File: src/include/axis2axi_params.svh
`ifndef AXIS2AXI_PARAMS_SVH
`define AXIS2AXI_PARAMS_SVH

// Byte address width of the AXI port
`define AXIS2AXI_ADDR_W 16

// Only 4 byte words are moved
`define AXIS2AXI_DATA_W 32

// Maximum burst is 2**BURST_W beats
`define AXIS2AXI_BURST_W 3

// Input FIFO holds 2**FIFO_W words
`define AXIS2AXI_FIFO_W 4

`endif

File: src/source/axis2axi_pkg.sv
`default_nettype none

`include "axis2axi_params.svh"

package axis2axi_pkg;

  typedef logic [`AXIS2AXI_ADDR_W-1:0] addr_t;
  typedef logic [`AXIS2AXI_DATA_W-1:0] word_t;
  typedef logic [`AXIS2AXI_ADDR_W-1:0] wlen_t;
  // Beats per burst, 1 up to the maximum burst
  typedef logic [`AXIS2AXI_BURST_W:0] blen_t;
  typedef logic [7:0] axlen_t;

  typedef struct packed {
    addr_t addr;
    wlen_t len;
  } dma_cfg_t;

  // Shared by AR and AW
  typedef struct packed {
    addr_t  addr;
    axlen_t len;
  } ax_req_t;

  // Shared by R and W
  typedef struct packed {
    word_t data;
    logic  last;
  } data_beat_t;

  typedef enum logic [1:0] {
    RD_WAIT_START,
    RD_BEGIN_LOCAL,
    RD_TRANSFER,
    RD_END_LOCAL
  } rd_state_t;

  typedef enum logic [2:0] {
    WR_WAIT_START,
    WR_BEGIN_LOCAL,
    WR_FILL,
    WR_ADDR,
    WR_DATA,
    WR_RESP
  } wr_state_t;

endpackage

`default_nettype wire

File: src/source/axis2axi_burst_calc.sv
`timescale 1ns/1ps
`default_nettype none

`include "axis2axi_params.svh"

module axis2axi_burst_calc (
  input  axis2axi_pkg::addr_t addr_i,
  input  axis2axi_pkg::wlen_t remaining_i,
  output axis2axi_pkg::blen_t burst_o
);
  import axis2axi_pkg::*;

  localparam wlen_t MAX_BURST = wlen_t'(1 << `AXIS2AXI_BURST_W);

  logic [12:0] to_boundary_bytes;
  wlen_t       to_boundary;
  wlen_t       limit;

  always_comb begin
    // Bytes left in the current 4 KiB page, 1 to 4096
    to_boundary_bytes = 13'h1000 - {1'b0, addr_i[11:0]};
    to_boundary = wlen_t'(to_boundary_bytes[12:2]);

    if (remaining_i < MAX_BURST) begin
      limit = remaining_i;
    end else begin
      limit = MAX_BURST;
    end

    // Never cross the page
    if (to_boundary < limit) begin
      limit = to_boundary;
    end
  end

  assign burst_o = blen_t'(limit);

endmodule

`default_nettype wire

File: src/source/axis2axi_fifo.sv
`timescale 1ns/1ps
`default_nettype none

module axis2axi_fifo #(
  parameter int DEPTH_W = 4
) (
  input  logic                clk_i,
  input  logic                rst_n_i,
  input  axis2axi_pkg::word_t wr_data_i,
  input  logic                wr_valid_i,
  output logic                wr_ready_o,
  output axis2axi_pkg::word_t rd_data_o,
  input  logic                rd_pop_i,
  output axis2axi_pkg::wlen_t count_o
);
  import axis2axi_pkg::*;

  localparam int DEPTH = 1 << DEPTH_W;

  word_t              mem [DEPTH];
  logic [DEPTH_W-1:0] wr_ptr;
  logic [DEPTH_W-1:0] rd_ptr;
  logic [DEPTH_W:0]   count;
  logic               do_push;
  logic               do_pop;

  // Full exactly when the top count bit is set
  assign wr_ready_o = ~count[DEPTH_W];
  assign do_push = wr_valid_i && wr_ready_o;
  assign do_pop = rd_pop_i && (count != '0);

  assign rd_data_o = mem[rd_ptr];
  assign count_o = wlen_t'(count);

  always_ff @(posedge clk_i) begin
    if (do_push) begin
      mem[wr_ptr] <= wr_data_i;
    end
  end

  always_ff @(posedge clk_i) begin
    if (!rst_n_i) begin
      wr_ptr <= '0;
      rd_ptr <= '0;
      count  <= '0;
    end else begin
      if (do_push) begin
        wr_ptr <= wr_ptr + 1'b1;
      end
      if (do_pop) begin
        rd_ptr <= rd_ptr + 1'b1;
      end
      case ({do_push, do_pop})
        2'b10:   count <= count + 1'b1;
        2'b01:   count <= count - 1'b1;
        default: count <= count;
      endcase
    end
  end

endmodule

`default_nettype wire

File: src/source/axis2axi_in.sv
`timescale 1ns/1ps
`default_nettype none

module axis2axi_in (
  input  logic                     clk_i,
  input  logic                     rst_n_i,
  // Job configuration
  input  axis2axi_pkg::dma_cfg_t   cfg_i,
  input  logic                     cfg_valid_i,
  output logic                     cfg_ready_o,
  // Burst sizing
  output axis2axi_pkg::addr_t      burst_addr_o,
  output axis2axi_pkg::wlen_t      burst_remaining_o,
  input  axis2axi_pkg::blen_t      burst_i,
  // Buffered input words
  input  axis2axi_pkg::word_t      fifo_data_i,
  input  axis2axi_pkg::wlen_t      fifo_count_i,
  output logic                     fifo_pop_o,
  // AXI write channels
  output axis2axi_pkg::ax_req_t    aw_o,
  output logic                     aw_valid_o,
  input  logic                     aw_ready_i,
  output axis2axi_pkg::data_beat_t w_o,
  output logic                     w_valid_o,
  input  logic                     w_ready_i,
  input  logic                     b_valid_i,
  output logic                     b_ready_o
);
  import axis2axi_pkg::*;

  wr_state_t state;
  wr_state_t state_nxt;
  addr_t     cur_addr;
  addr_t     addr_nxt;
  wlen_t     cur_len;
  wlen_t     len_nxt;
  blen_t     burst_len;
  blen_t     beat_cnt;
  blen_t     last_beat;
  logic      w_last;
  logic      w_hs;

  assign last_beat = burst_len - blen_t'(1);
  assign w_last = (beat_cnt == last_beat);
  assign w_hs = w_valid_o && w_ready_i;

  assign cfg_ready_o = (state == WR_WAIT_START);
  assign burst_addr_o = cur_addr;
  assign burst_remaining_o = cur_len;

  assign aw_o = '{addr: cur_addr, len: axlen_t'(last_beat)};
  assign aw_valid_o = (state == WR_ADDR);

  // FIFO already holds the whole burst, so W never starves
  assign w_o = '{data: fifo_data_i, last: w_last};
  assign w_valid_o = (state == WR_DATA);
  assign fifo_pop_o = w_hs;

  assign b_ready_o = (state == WR_RESP);

  always_comb begin
    state_nxt = state;
    addr_nxt = cur_addr;
    len_nxt = cur_len;
    case (state)
      WR_WAIT_START: begin
        if (cfg_valid_i) begin
          addr_nxt = cfg_i.addr;
          len_nxt = cfg_i.len;
          if (cfg_i.len != '0) begin
            state_nxt = WR_BEGIN_LOCAL;
          end
        end
      end
      WR_BEGIN_LOCAL: begin
        len_nxt = cur_len - wlen_t'(burst_i);
        state_nxt = WR_FILL;
      end
      WR_FILL: begin
        if (fifo_count_i >= wlen_t'(burst_len)) begin
          state_nxt = WR_ADDR;
        end
      end
      WR_ADDR: begin
        if (aw_ready_i) begin
          state_nxt = WR_DATA;
        end
      end
      WR_DATA: begin
        if (w_hs && w_last) begin
          state_nxt = WR_RESP;
        end
      end
      WR_RESP: begin
        if (b_valid_i) begin
          // 4 bytes per beat
          addr_nxt = cur_addr + addr_t'({burst_len, 2'b00});
          if (cur_len == '0) begin
            state_nxt = WR_WAIT_START;
          end else begin
            state_nxt = WR_BEGIN_LOCAL;
          end
        end
      end
      default: state_nxt = WR_WAIT_START;
    endcase
  end

  always_ff @(posedge clk_i) begin
    if (!rst_n_i) begin
      state     <= WR_WAIT_START;
      cur_addr  <= '0;
      cur_len   <= '0;
      burst_len <= '0;
      beat_cnt  <= '0;
    end else begin
      state    <= state_nxt;
      cur_addr <= addr_nxt;
      cur_len  <= len_nxt;
      if (state == WR_BEGIN_LOCAL) begin
        burst_len <= burst_i;
      end
      if (state == WR_ADDR) begin
        beat_cnt <= '0;
      end else if (w_hs) begin
        beat_cnt <= beat_cnt + 1'b1;
      end
    end
  end

endmodule

`default_nettype wire

File: src/source/axis2axi_out.sv
`timescale 1ns/1ps
`default_nettype none

module axis2axi_out (
  input  logic                     clk_i,
  input  logic                     rst_n_i,
  // Job configuration
  input  axis2axi_pkg::dma_cfg_t   cfg_i,
  input  logic                     cfg_valid_i,
  output logic                     cfg_ready_o,
  // Burst sizing
  output axis2axi_pkg::addr_t      burst_addr_o,
  output axis2axi_pkg::wlen_t      burst_remaining_o,
  input  axis2axi_pkg::blen_t      burst_i,
  // AXI read channels
  output axis2axi_pkg::ax_req_t    ar_o,
  output logic                     ar_valid_o,
  input  logic                     ar_ready_i,
  input  axis2axi_pkg::data_beat_t r_i,
  input  logic                     r_valid_i,
  output logic                     r_ready_o,
  // Output stream
  output axis2axi_pkg::word_t      stream_data_o,
  output logic                     stream_valid_o,
  input  logic                     stream_ready_i
);
  import axis2axi_pkg::*;

  rd_state_t state;
  rd_state_t state_nxt;
  addr_t     cur_addr;
  addr_t     addr_nxt;
  wlen_t     cur_len;
  wlen_t     len_nxt;
  axlen_t    arlen;
  addr_t     burst_bytes;
  logic      in_burst;
  logic      r_last_hs;

  assign in_burst = (state == RD_END_LOCAL);
  assign r_last_hs = in_burst && r_valid_i && stream_ready_i && r_i.last;
  assign burst_bytes = (addr_t'(arlen) + addr_t'(1)) << 2;

  assign cfg_ready_o = (state == RD_WAIT_START);
  assign burst_addr_o = cur_addr;
  assign burst_remaining_o = cur_len;

  assign ar_o = '{addr: cur_addr, len: arlen};
  assign ar_valid_o = (state == RD_TRANSFER);

  // R beats pass straight through while a burst is open
  assign stream_data_o = r_i.data;
  assign stream_valid_o = in_burst && r_valid_i;
  assign r_ready_o = in_burst && stream_ready_i;

  always_comb begin
    state_nxt = state;
    addr_nxt = cur_addr;
    len_nxt = cur_len;
    case (state)
      RD_WAIT_START: begin
        if (cfg_valid_i) begin
          addr_nxt = cfg_i.addr;
          len_nxt = cfg_i.len;
          if (cfg_i.len != '0) begin
            state_nxt = RD_BEGIN_LOCAL;
          end
        end
      end
      RD_BEGIN_LOCAL: begin
        len_nxt = cur_len - wlen_t'(burst_i);
        state_nxt = RD_TRANSFER;
      end
      RD_TRANSFER: begin
        if (ar_ready_i) begin
          state_nxt = RD_END_LOCAL;
        end
      end
      RD_END_LOCAL: begin
        if (r_last_hs) begin
          addr_nxt = cur_addr + burst_bytes;
          if (cur_len == '0) begin
            state_nxt = RD_WAIT_START;
          end else begin
            state_nxt = RD_BEGIN_LOCAL;
          end
        end
      end
      default: state_nxt = RD_WAIT_START;
    endcase
  end

  always_ff @(posedge clk_i) begin
    if (!rst_n_i) begin
      state    <= RD_WAIT_START;
      cur_addr <= '0;
      cur_len  <= '0;
      arlen    <= '0;
    end else begin
      state    <= state_nxt;
      cur_addr <= addr_nxt;
      cur_len  <= len_nxt;
      // AXI len is beats minus one
      if (state == RD_BEGIN_LOCAL) begin
        arlen <= axlen_t'(burst_i - blen_t'(1));
      end
    end
  end

endmodule

`default_nettype wire

File: src/source/axis2axi.sv
`timescale 1ns/1ps
`default_nettype none

`include "axis2axi_params.svh"

module axis2axi (
  input  logic                     clk_i,
  input  logic                     rst_n_i,
  // Stream to memory job
  input  axis2axi_pkg::dma_cfg_t   cfg_in_i,
  input  logic                     cfg_in_valid_i,
  output logic                     cfg_in_ready_o,
  // Memory to stream job
  input  axis2axi_pkg::dma_cfg_t   cfg_out_i,
  input  logic                     cfg_out_valid_i,
  output logic                     cfg_out_ready_o,
  // Streams
  input  axis2axi_pkg::word_t      axis_in_data_i,
  input  logic                     axis_in_valid_i,
  output logic                     axis_in_ready_o,
  output axis2axi_pkg::word_t      axis_out_data_o,
  output logic                     axis_out_valid_o,
  input  logic                     axis_out_ready_i,
  // AXI master
  output axis2axi_pkg::ax_req_t    aw_o,
  output logic                     aw_valid_o,
  input  logic                     aw_ready_i,
  output axis2axi_pkg::data_beat_t w_o,
  output logic                     w_valid_o,
  input  logic                     w_ready_i,
  input  logic                     b_valid_i,
  output logic                     b_ready_o,
  output axis2axi_pkg::ax_req_t    ar_o,
  output logic                     ar_valid_o,
  input  logic                     ar_ready_i,
  input  axis2axi_pkg::data_beat_t r_i,
  input  logic                     r_valid_i,
  output logic                     r_ready_o
);
  import axis2axi_pkg::*;

  word_t fifo_data;
  wlen_t fifo_count;
  logic  fifo_pop;

  addr_t in_burst_addr;
  wlen_t in_burst_remaining;
  blen_t in_burst;
  addr_t out_burst_addr;
  wlen_t out_burst_remaining;
  blen_t out_burst;

  // Input stream is buffered so whole bursts can be written
  axis2axi_fifo #(
    .DEPTH_W(`AXIS2AXI_FIFO_W)
  ) fifo_i (
    .clk_i     (clk_i),
    .rst_n_i   (rst_n_i),
    .wr_data_i (axis_in_data_i),
    .wr_valid_i(axis_in_valid_i),
    .wr_ready_o(axis_in_ready_o),
    .rd_data_o (fifo_data),
    .rd_pop_i  (fifo_pop),
    .count_o   (fifo_count)
  );

  axis2axi_burst_calc in_calc_i (
    .addr_i     (in_burst_addr),
    .remaining_i(in_burst_remaining),
    .burst_o    (in_burst)
  );

  axis2axi_burst_calc out_calc_i (
    .addr_i     (out_burst_addr),
    .remaining_i(out_burst_remaining),
    .burst_o    (out_burst)
  );

  axis2axi_in in_i (
    .clk_i            (clk_i),
    .rst_n_i          (rst_n_i),
    .cfg_i            (cfg_in_i),
    .cfg_valid_i      (cfg_in_valid_i),
    .cfg_ready_o      (cfg_in_ready_o),
    .burst_addr_o     (in_burst_addr),
    .burst_remaining_o(in_burst_remaining),
    .burst_i          (in_burst),
    .fifo_data_i      (fifo_data),
    .fifo_count_i     (fifo_count),
    .fifo_pop_o       (fifo_pop),
    .aw_o             (aw_o),
    .aw_valid_o       (aw_valid_o),
    .aw_ready_i       (aw_ready_i),
    .w_o              (w_o),
    .w_valid_o        (w_valid_o),
    .w_ready_i        (w_ready_i),
    .b_valid_i        (b_valid_i),
    .b_ready_o        (b_ready_o)
  );

  axis2axi_out out_i (
    .clk_i            (clk_i),
    .rst_n_i          (rst_n_i),
    .cfg_i            (cfg_out_i),
    .cfg_valid_i      (cfg_out_valid_i),
    .cfg_ready_o      (cfg_out_ready_o),
    .burst_addr_o     (out_burst_addr),
    .burst_remaining_o(out_burst_remaining),
    .burst_i          (out_burst),
    .ar_o             (ar_o),
    .ar_valid_o       (ar_valid_o),
    .ar_ready_i       (ar_ready_i),
    .r_i              (r_i),
    .r_valid_i        (r_valid_i),
    .r_ready_o        (r_ready_o),
    .stream_data_o    (axis_out_data_o),
    .stream_valid_o   (axis_out_valid_o),
    .stream_ready_i   (axis_out_ready_i)
  );

endmodule

`default_nettype wire

File: config.mk
export PLATFORM = sky130hd
export DESIGN_NAME = axis2axi
export DESIGN_NICKNAME = d
export VERILOG_FILES = /design/src/source/axis2axi_pkg.sv /design/src/source/axis2axi_burst_calc.sv /design/src/source/axis2axi_fifo.sv /design/src/source/axis2axi_in.sv /design/src/source/axis2axi_out.sv /design/src/source/axis2axi.sv
export VERILOG_INCLUDE_DIRS = /design/src /design/src/include
export SDC_FILE = /design/constraint.sdc
export NUM_CORES = 1
export LEC_CHECK = 0
export BUFFER_PORTS_ARGS = -buffer_cell sky130_fd_sc_hd__buf_2
export CAP_MARGIN = 10
export CORE_MARGIN = 2
export CORE_UTILIZATION = 40
export DETAILED_ROUTE_END_ITERATION = 12
export SYNTH_ARGS = -nofsm -noshare
export SYNTH_HDL_FRONTEND = slang
export SYNTH_HIERARCHICAL = 1
export SYNTH_SLANG_ARGS = --single-unit
File: constraint.sdc
create_clock -name clk_i -period 7.5 [get_ports clk_i]
set_input_delay 0.75 -clock clk_i [delete_from_list [all_inputs] [get_ports clk_i]]
set_output_delay 0.75 -clock clk_i [all_outputs]
set_load 0.02 [all_outputs]
After elaboration in Yosys (flattened, before gate mapping). Memory sizes are Yosys's and may differ from the RTL's. A register that Yosys moved wholly into a read port is not among the register bits. Index checks and enable logic that the tools add are counted.

Add/sub/neg operators: 14. Order comparisons: 5. Equal/unequal tests: 21. Mux-type cells: 33. Bitwise operators: 2. Reductions and logical operators: 27.

Operator list (number): $mux 16 (8); $pmux 16 s2 (4); $logic_not 16->1 (2); $lt 11x16->1 (2); $lt 16x4->1 const B (2); $reduce_bool 16->1 (2); $sub 16x4->16 (2); $sub 13x12->13 const A (2); $mux 3 (6); $pmux 3 s6 (1); $add 16x16->16 (1); $add 16x6->16 (1); $mux 4 (4); $add 4x1->4 const B (3); $ne 2x1->1 const B (5); $ne 2x2->1 const B (5); $pmux 5 s2 (1); $reduce_bool 2->1 (5); $add 8x1->9 const B (1); $logic_and 1x1->1 (8); $mux 2 (4); $pmux 2 s4 (1); $eq 2x2->1 const B (3); $eq 3x2->1 const B (2); 19 further kinds (27).

Register bits: 98. Memory bits (writable): 512. Input bits: 140. Output and inout port bits: 122. Word-level logic and storage cells: 115. Memories: 1.

Memory list: fifo_i.mem (depth 16, width 32, rd ports 1, clocked after Yosys merged registers in 1, wr ports 1, line axis2axi_fifo.sv:20) `word_t mem [DEPTH];`.

Longest topological paths before layout.
Word-level depth: 6. Mapped depth: 20. Gate-level depth less buffers: 19.

Hierarchy. The synthesis kept the hierarchy.

Modules (own cells, without submodules): axis2axi_fifo (instances 1, cells each 833, area an instance 20397.1 µm², sequential area each 15715.1 µm²); axis2axi_in (instances 1, cells each 407, area an instance 3254.4 µm², sequential area each 860.8 µm²); axis2axi_out (instances 1, cells each 404, area an instance 3213.1 µm², sequential area each 780.7 µm²); axis2axi_burst_calc (instances 2, cells each 69, area an instance 515.5 µm², sequential area each 0.0 µm²).

Worst setup path after synthesis. OpenSTA, ideal clock, no wires.

Path kind: register -> register. Start point: reg out_i.cur_addr[3], in the netlist out_i/burst_addr_o[3]. End point: reg out_i.cur_len[5], in the netlist out_i/burst_remaining_o[5]. Arrival: 4.777 ns. Path slack: 2.653 ns. Stages on the path, launching flop included: 20. Buffers on the path: 1. Cell sequence: dfxtp_1 -> buf_4 -> or4_4 -> nor4_4 -> nand2_4 -> o31a_1 -> nor2_1 -> ha_1 -> a21o_1 -> a2111oi_2 -> o211ai_1 -> o21ai_0 -> inv_1 -> ha_1 -> nor2b_1 -> o21a_1 -> o21ai_0 -> nand2_1 -> or3_2 -> a21oi_1.

Word-level cells in the longest chain between the ends: 5.

RTL lines: start, declared (line axis2axi_out.sv:31) `addr_t cur_addr;`; start signal, assigned (line axis2axi_out.sv:101) `cur_addr <= addr_nxt;`; $sub 13x12->13 * (line axis2axi_burst_calc.sv:21) `to_boundary_bytes = 13'h1000 - {1'b0, addr_i[11:0]};`; $lt 11x16->1 (line axis2axi_burst_calc.sv:31) `if (to_boundary < limit) begin`; $mux 4 * (line axis2axi_burst_calc.sv:31); via out_burst[1] (line axis2axi.sv:51) `blen_t out_burst;`; $sub 16x4->16 * (line axis2axi_out.sv:71) `len_nxt = cur_len - wlen_t'(burst_i);`; $pmux 16 s2 * (line axis2axi_out.sv:60) `case (state)`; end signal, assigned (line axis2axi_out.sv:102) `cur_len <= len_nxt;`; end, declared (line axis2axi_out.sv:33) `wlen_t cur_len;`.

Mark *: on every way through the listed nets, which the timed path passes. The rest lies on a longest branch. A chain may end at the register's enable or synchronous reset.

Worst setup path in the final report. Ends and elaborated chain as after synthesis.

==> summary by stage <==
Outcome
The run finished with clean final reports.

Clocking
The clock latency on the worst-skew pair is 0.61 ns. The CTS clock-pin slew for the worst setup and hold paths is 0.06 ns. CTS placed an instance of sky130_fd_sc_hd__clkbuf_16 at the clock tree root. The number of H-tree branching levels is 3. After clock tree synthesis, the setup repair step added 0 buffers. After clock tree synthesis, the flow added hold-fix buffers numbering 0. The clock tree from TritonCTS is built. The post-cts gate resize count is 0. The clock tree buffer depth is 3.

Counting the buffers created by CTS gives 68. The CTS sink count is 611.

Detailed routing
The total number of vias is 15.9k. After detailed routing, the total wire length is around 63000 um. In the routed layout, each cell is associated on average with a via count of 5.51. The detailed router finished its first iteration with ~1.2k violations. Dividing the detail-routed wire length by the instance count gives 21.8 um.

The detailed-route DRC error count is 0. Once detail routing completed, the nets flagged for antenna violations numbered 0. The pre-antenna-repair detailed-routing pass consisted of 5 iterations.

Pwr
The total chip power is 9.56 mW. The leakage power is 10.5 nW. For this design the ratio of total power to cell area is 306 nW/um2. IR analysis of the VDD net gives a maximum drop of around 0.30 mV.

Timing
The maximum clock frequency is 186 MHz. The worst hold margin is 0.390 ns. Setup repair after global routing left no endpoint under its margin. The total negative setup slack is 0 ns.

In this run the tightest slew margin relative to its limit is a little over a quarter. The number of max-slew violations in the final report is 0. The final period utilization is 71.8%.

The clock period minus worst slack is 5.39 ns. The largest clock skew in the final design is roughly 0.023 ns. For the pin with the worst max-slew slack, the measured transition is about 1.1 ns. The final count of hold timing violations is 0. Setup violations remaining at the end of the flow were counted as 0.

Placed design
The congestion estimate from routability-driven global placement came to 0.823. Detailed placement ended at an HPWL of 35600 um. The number of I/O port buffers is 193.

Global route
The largest net degree at the start of global routing is 86. The initial antenna violation count is 5. The first global-routing pass estimated 95000 um of wire. Across every metal layer, demand over resource in global routing totals 17.5%.

The number of global-route vias before repair was 16.0k. The total overflow reported by the global router is 0.

Min path
The type of the tightest min-delay check is in -> reg.

Worst setup path
Data on the critical path arrives at its endpoint at a little under 6 ns. In this run the worst path has a maximum fanout of 6. The capturing element type of the critical path is a flop. The kind of start point of the critical path is a flop.

The setup path with the least slack is of type reg -> reg. At the worst endpoint, the required time is 8.04 ns. The setup check on the worst reg-to-reg path leaves a slack of 2.11 ns.

Flow run
The max-capacitance violation count is 0.

Yosys
The number of instances in the synthesized netlist is 1774. A synthesized cell averages 15.7 um2. The cell area that synthesis handed to floorplanning was 27800 um2. The Yosys step of the flow raised 6 warnings.

Floorplan
The top-level port count is 262. The floorplan die width is 268 um. The number of placement rows is 96.

The core region is between 60000 and 70000 um2. From bottom edge to top edge, the die measures roughly 270 um. The total die area is 71700 um2. The effective utilization at floorplan is 40.5%.

Cells and area
The area growth from synthesis to layout is 12.2%. The final net count is about 2.1k. In the final layout, the share of cells above drive strength 1 is 26.0%. The filler cells instantiated in the layout total 6043.
[final cells by class]
cell class	instances	area [um2]	area share, %
Timing Repair Buffer	219	1170	3.76
Tap cell	931	1160	3.73
Clock buffer	83	1780	5.69
Inverter	44	165	0.529
Sequential cell	611	17400	55.6
Multi-Input combinational cell	958	9280	29.7
Antenna cell	1	2.50	0.00801
Clock inverter	31	314	1.01
[routing by layer]
layer | GRT usage [%] | routed length, um
met5 | 0 | 46
met4 | 4.45 | 1200
met3 | 3.83 | 3860
met2 | 29.1 | 30900
met1 | 23.3 | 26600
[final timing paths]
path                                 startpoint                                 endpoint  cells past startpoint
max          out_i/burst_addr_o[3]$_SDFFE_PN0P_  out_i/burst_remaining_o[5]$_SDFFE_PN0P_                     19
min reg2reg  in_i/burst_addr_o[12]$_SDFFE_PN0P_       in_i/burst_addr_o[12]$_SDFFE_PN0P_                      2
min                                cfg_in_i[17]        in_i/burst_addr_o[1]$_SDFFE_PN0P_                      3
max reg2reg  out_i/burst_addr_o[3]$_SDFFE_PN0P_  out_i/burst_remaining_o[5]$_SDFFE_PN0P_                     19
[critical path, cell delays in order, from the launching register on]
cell	delay (ns)
sky130_fd_sc_hd__dfxtp_1	0.38
sky130_fd_sc_hd__or4_4	0.58
sky130_fd_sc_hd__nor4_4	0.28
sky130_fd_sc_hd__nand2_4	0.11
sky130_fd_sc_hd__o31a_1	0.26
sky130_fd_sc_hd__nor2_1	0.13
sky130_fd_sc_hd__ha_1	0.26
sky130_fd_sc_hd__nand3_1	0.13
sky130_fd_sc_hd__nor2_1	0.07
sky130_fd_sc_hd__a2111oi_2	0.60
sky130_fd_sc_hd__o211ai_1	0.17
sky130_fd_sc_hd__o21ai_0	0.22
sky130_fd_sc_hd__inv_1	0.15
sky130_fd_sc_hd__ha_1	0.29
sky130_fd_sc_hd__nor2b_1	0.13
sky130_fd_sc_hd__o21a_1	0.18
sky130_fd_sc_hd__o21ai_0	0.52
sky130_fd_sc_hd__nand2_1	0.23
sky130_fd_sc_hd__or3_2	0.49
sky130_fd_sc_hd__a21oi_1	0.13
[power by group]
part	switching [mW]	internal, mW
logic	1.38	0.948
registers	0.236	3.84
clock network	1.35	1.81
total	2.97	6.59
[through the flow]
step	setup slack, ns	instance area, um2	std cells	util [%]
2_1_floorplan	2.65	27900	1799	-
3_3_place_gp	2.41	29100	2763	42.4
3_5_place_dp	2.21	29100	2763	42.4
4_1_cts	2.17	31200	2877	45.5
5_1_grt	1.81	31200	2878	45.5
6_report	2.11	31200	2878	45.5
[registers in the layout, indices dropped and copies added, names as in the netlist, 5 cells and up, named ones only]
register,count
fifo_i/count,5
fifo_i/mem,512
in_i/burst_addr_o,16
in_i/burst_remaining_o,16
out_i/arlen,5
out_i/burst_addr_o,16
out_i/burst_remaining_o,16
[cell usage in the layout, fill, tap and decap left out, types with 14 or more instances in the layout]
master                      count
sky130_fd_sc_hd__and2_1        18
sky130_fd_sc_hd__o21ai_0       41
sky130_fd_sc_hd__xor2_1        18
sky130_fd_sc_hd__ha_1          62
sky130_fd_sc_hd__nand2_1       83
sky130_fd_sc_hd__o21a_1        14
sky130_fd_sc_hd__nand3_1       26
sky130_fd_sc_hd__buf_2        193
sky130_fd_sc_hd__inv_1         40
sky130_fd_sc_hd__mux2i_1       20
sky130_fd_sc_hd__a21oi_1       71
sky130_fd_sc_hd__mux4_2       128
sky130_fd_sc_hd__xnor2_1       26
sky130_fd_sc_hd__clkbuf_16     68
sky130_fd_sc_hd__nor2b_1       19
sky130_fd_sc_hd__mux4_1        32
sky130_fd_sc_hd__buf_4         25
sky130_fd_sc_hd__nor4_1        18
sky130_fd_sc_hd__conb_1        29
sky130_fd_sc_hd__nor2_1        67
sky130_fd_sc_hd__edfxtp_1     512
sky130_fd_sc_hd__a211oi_1      23
sky130_fd_sc_hd__o211ai_1      14
sky130_fd_sc_hd__nor3_1        33
sky130_fd_sc_hd__dfxtp_1       95
No activity file was read; power rests on OpenSTA's default activity.
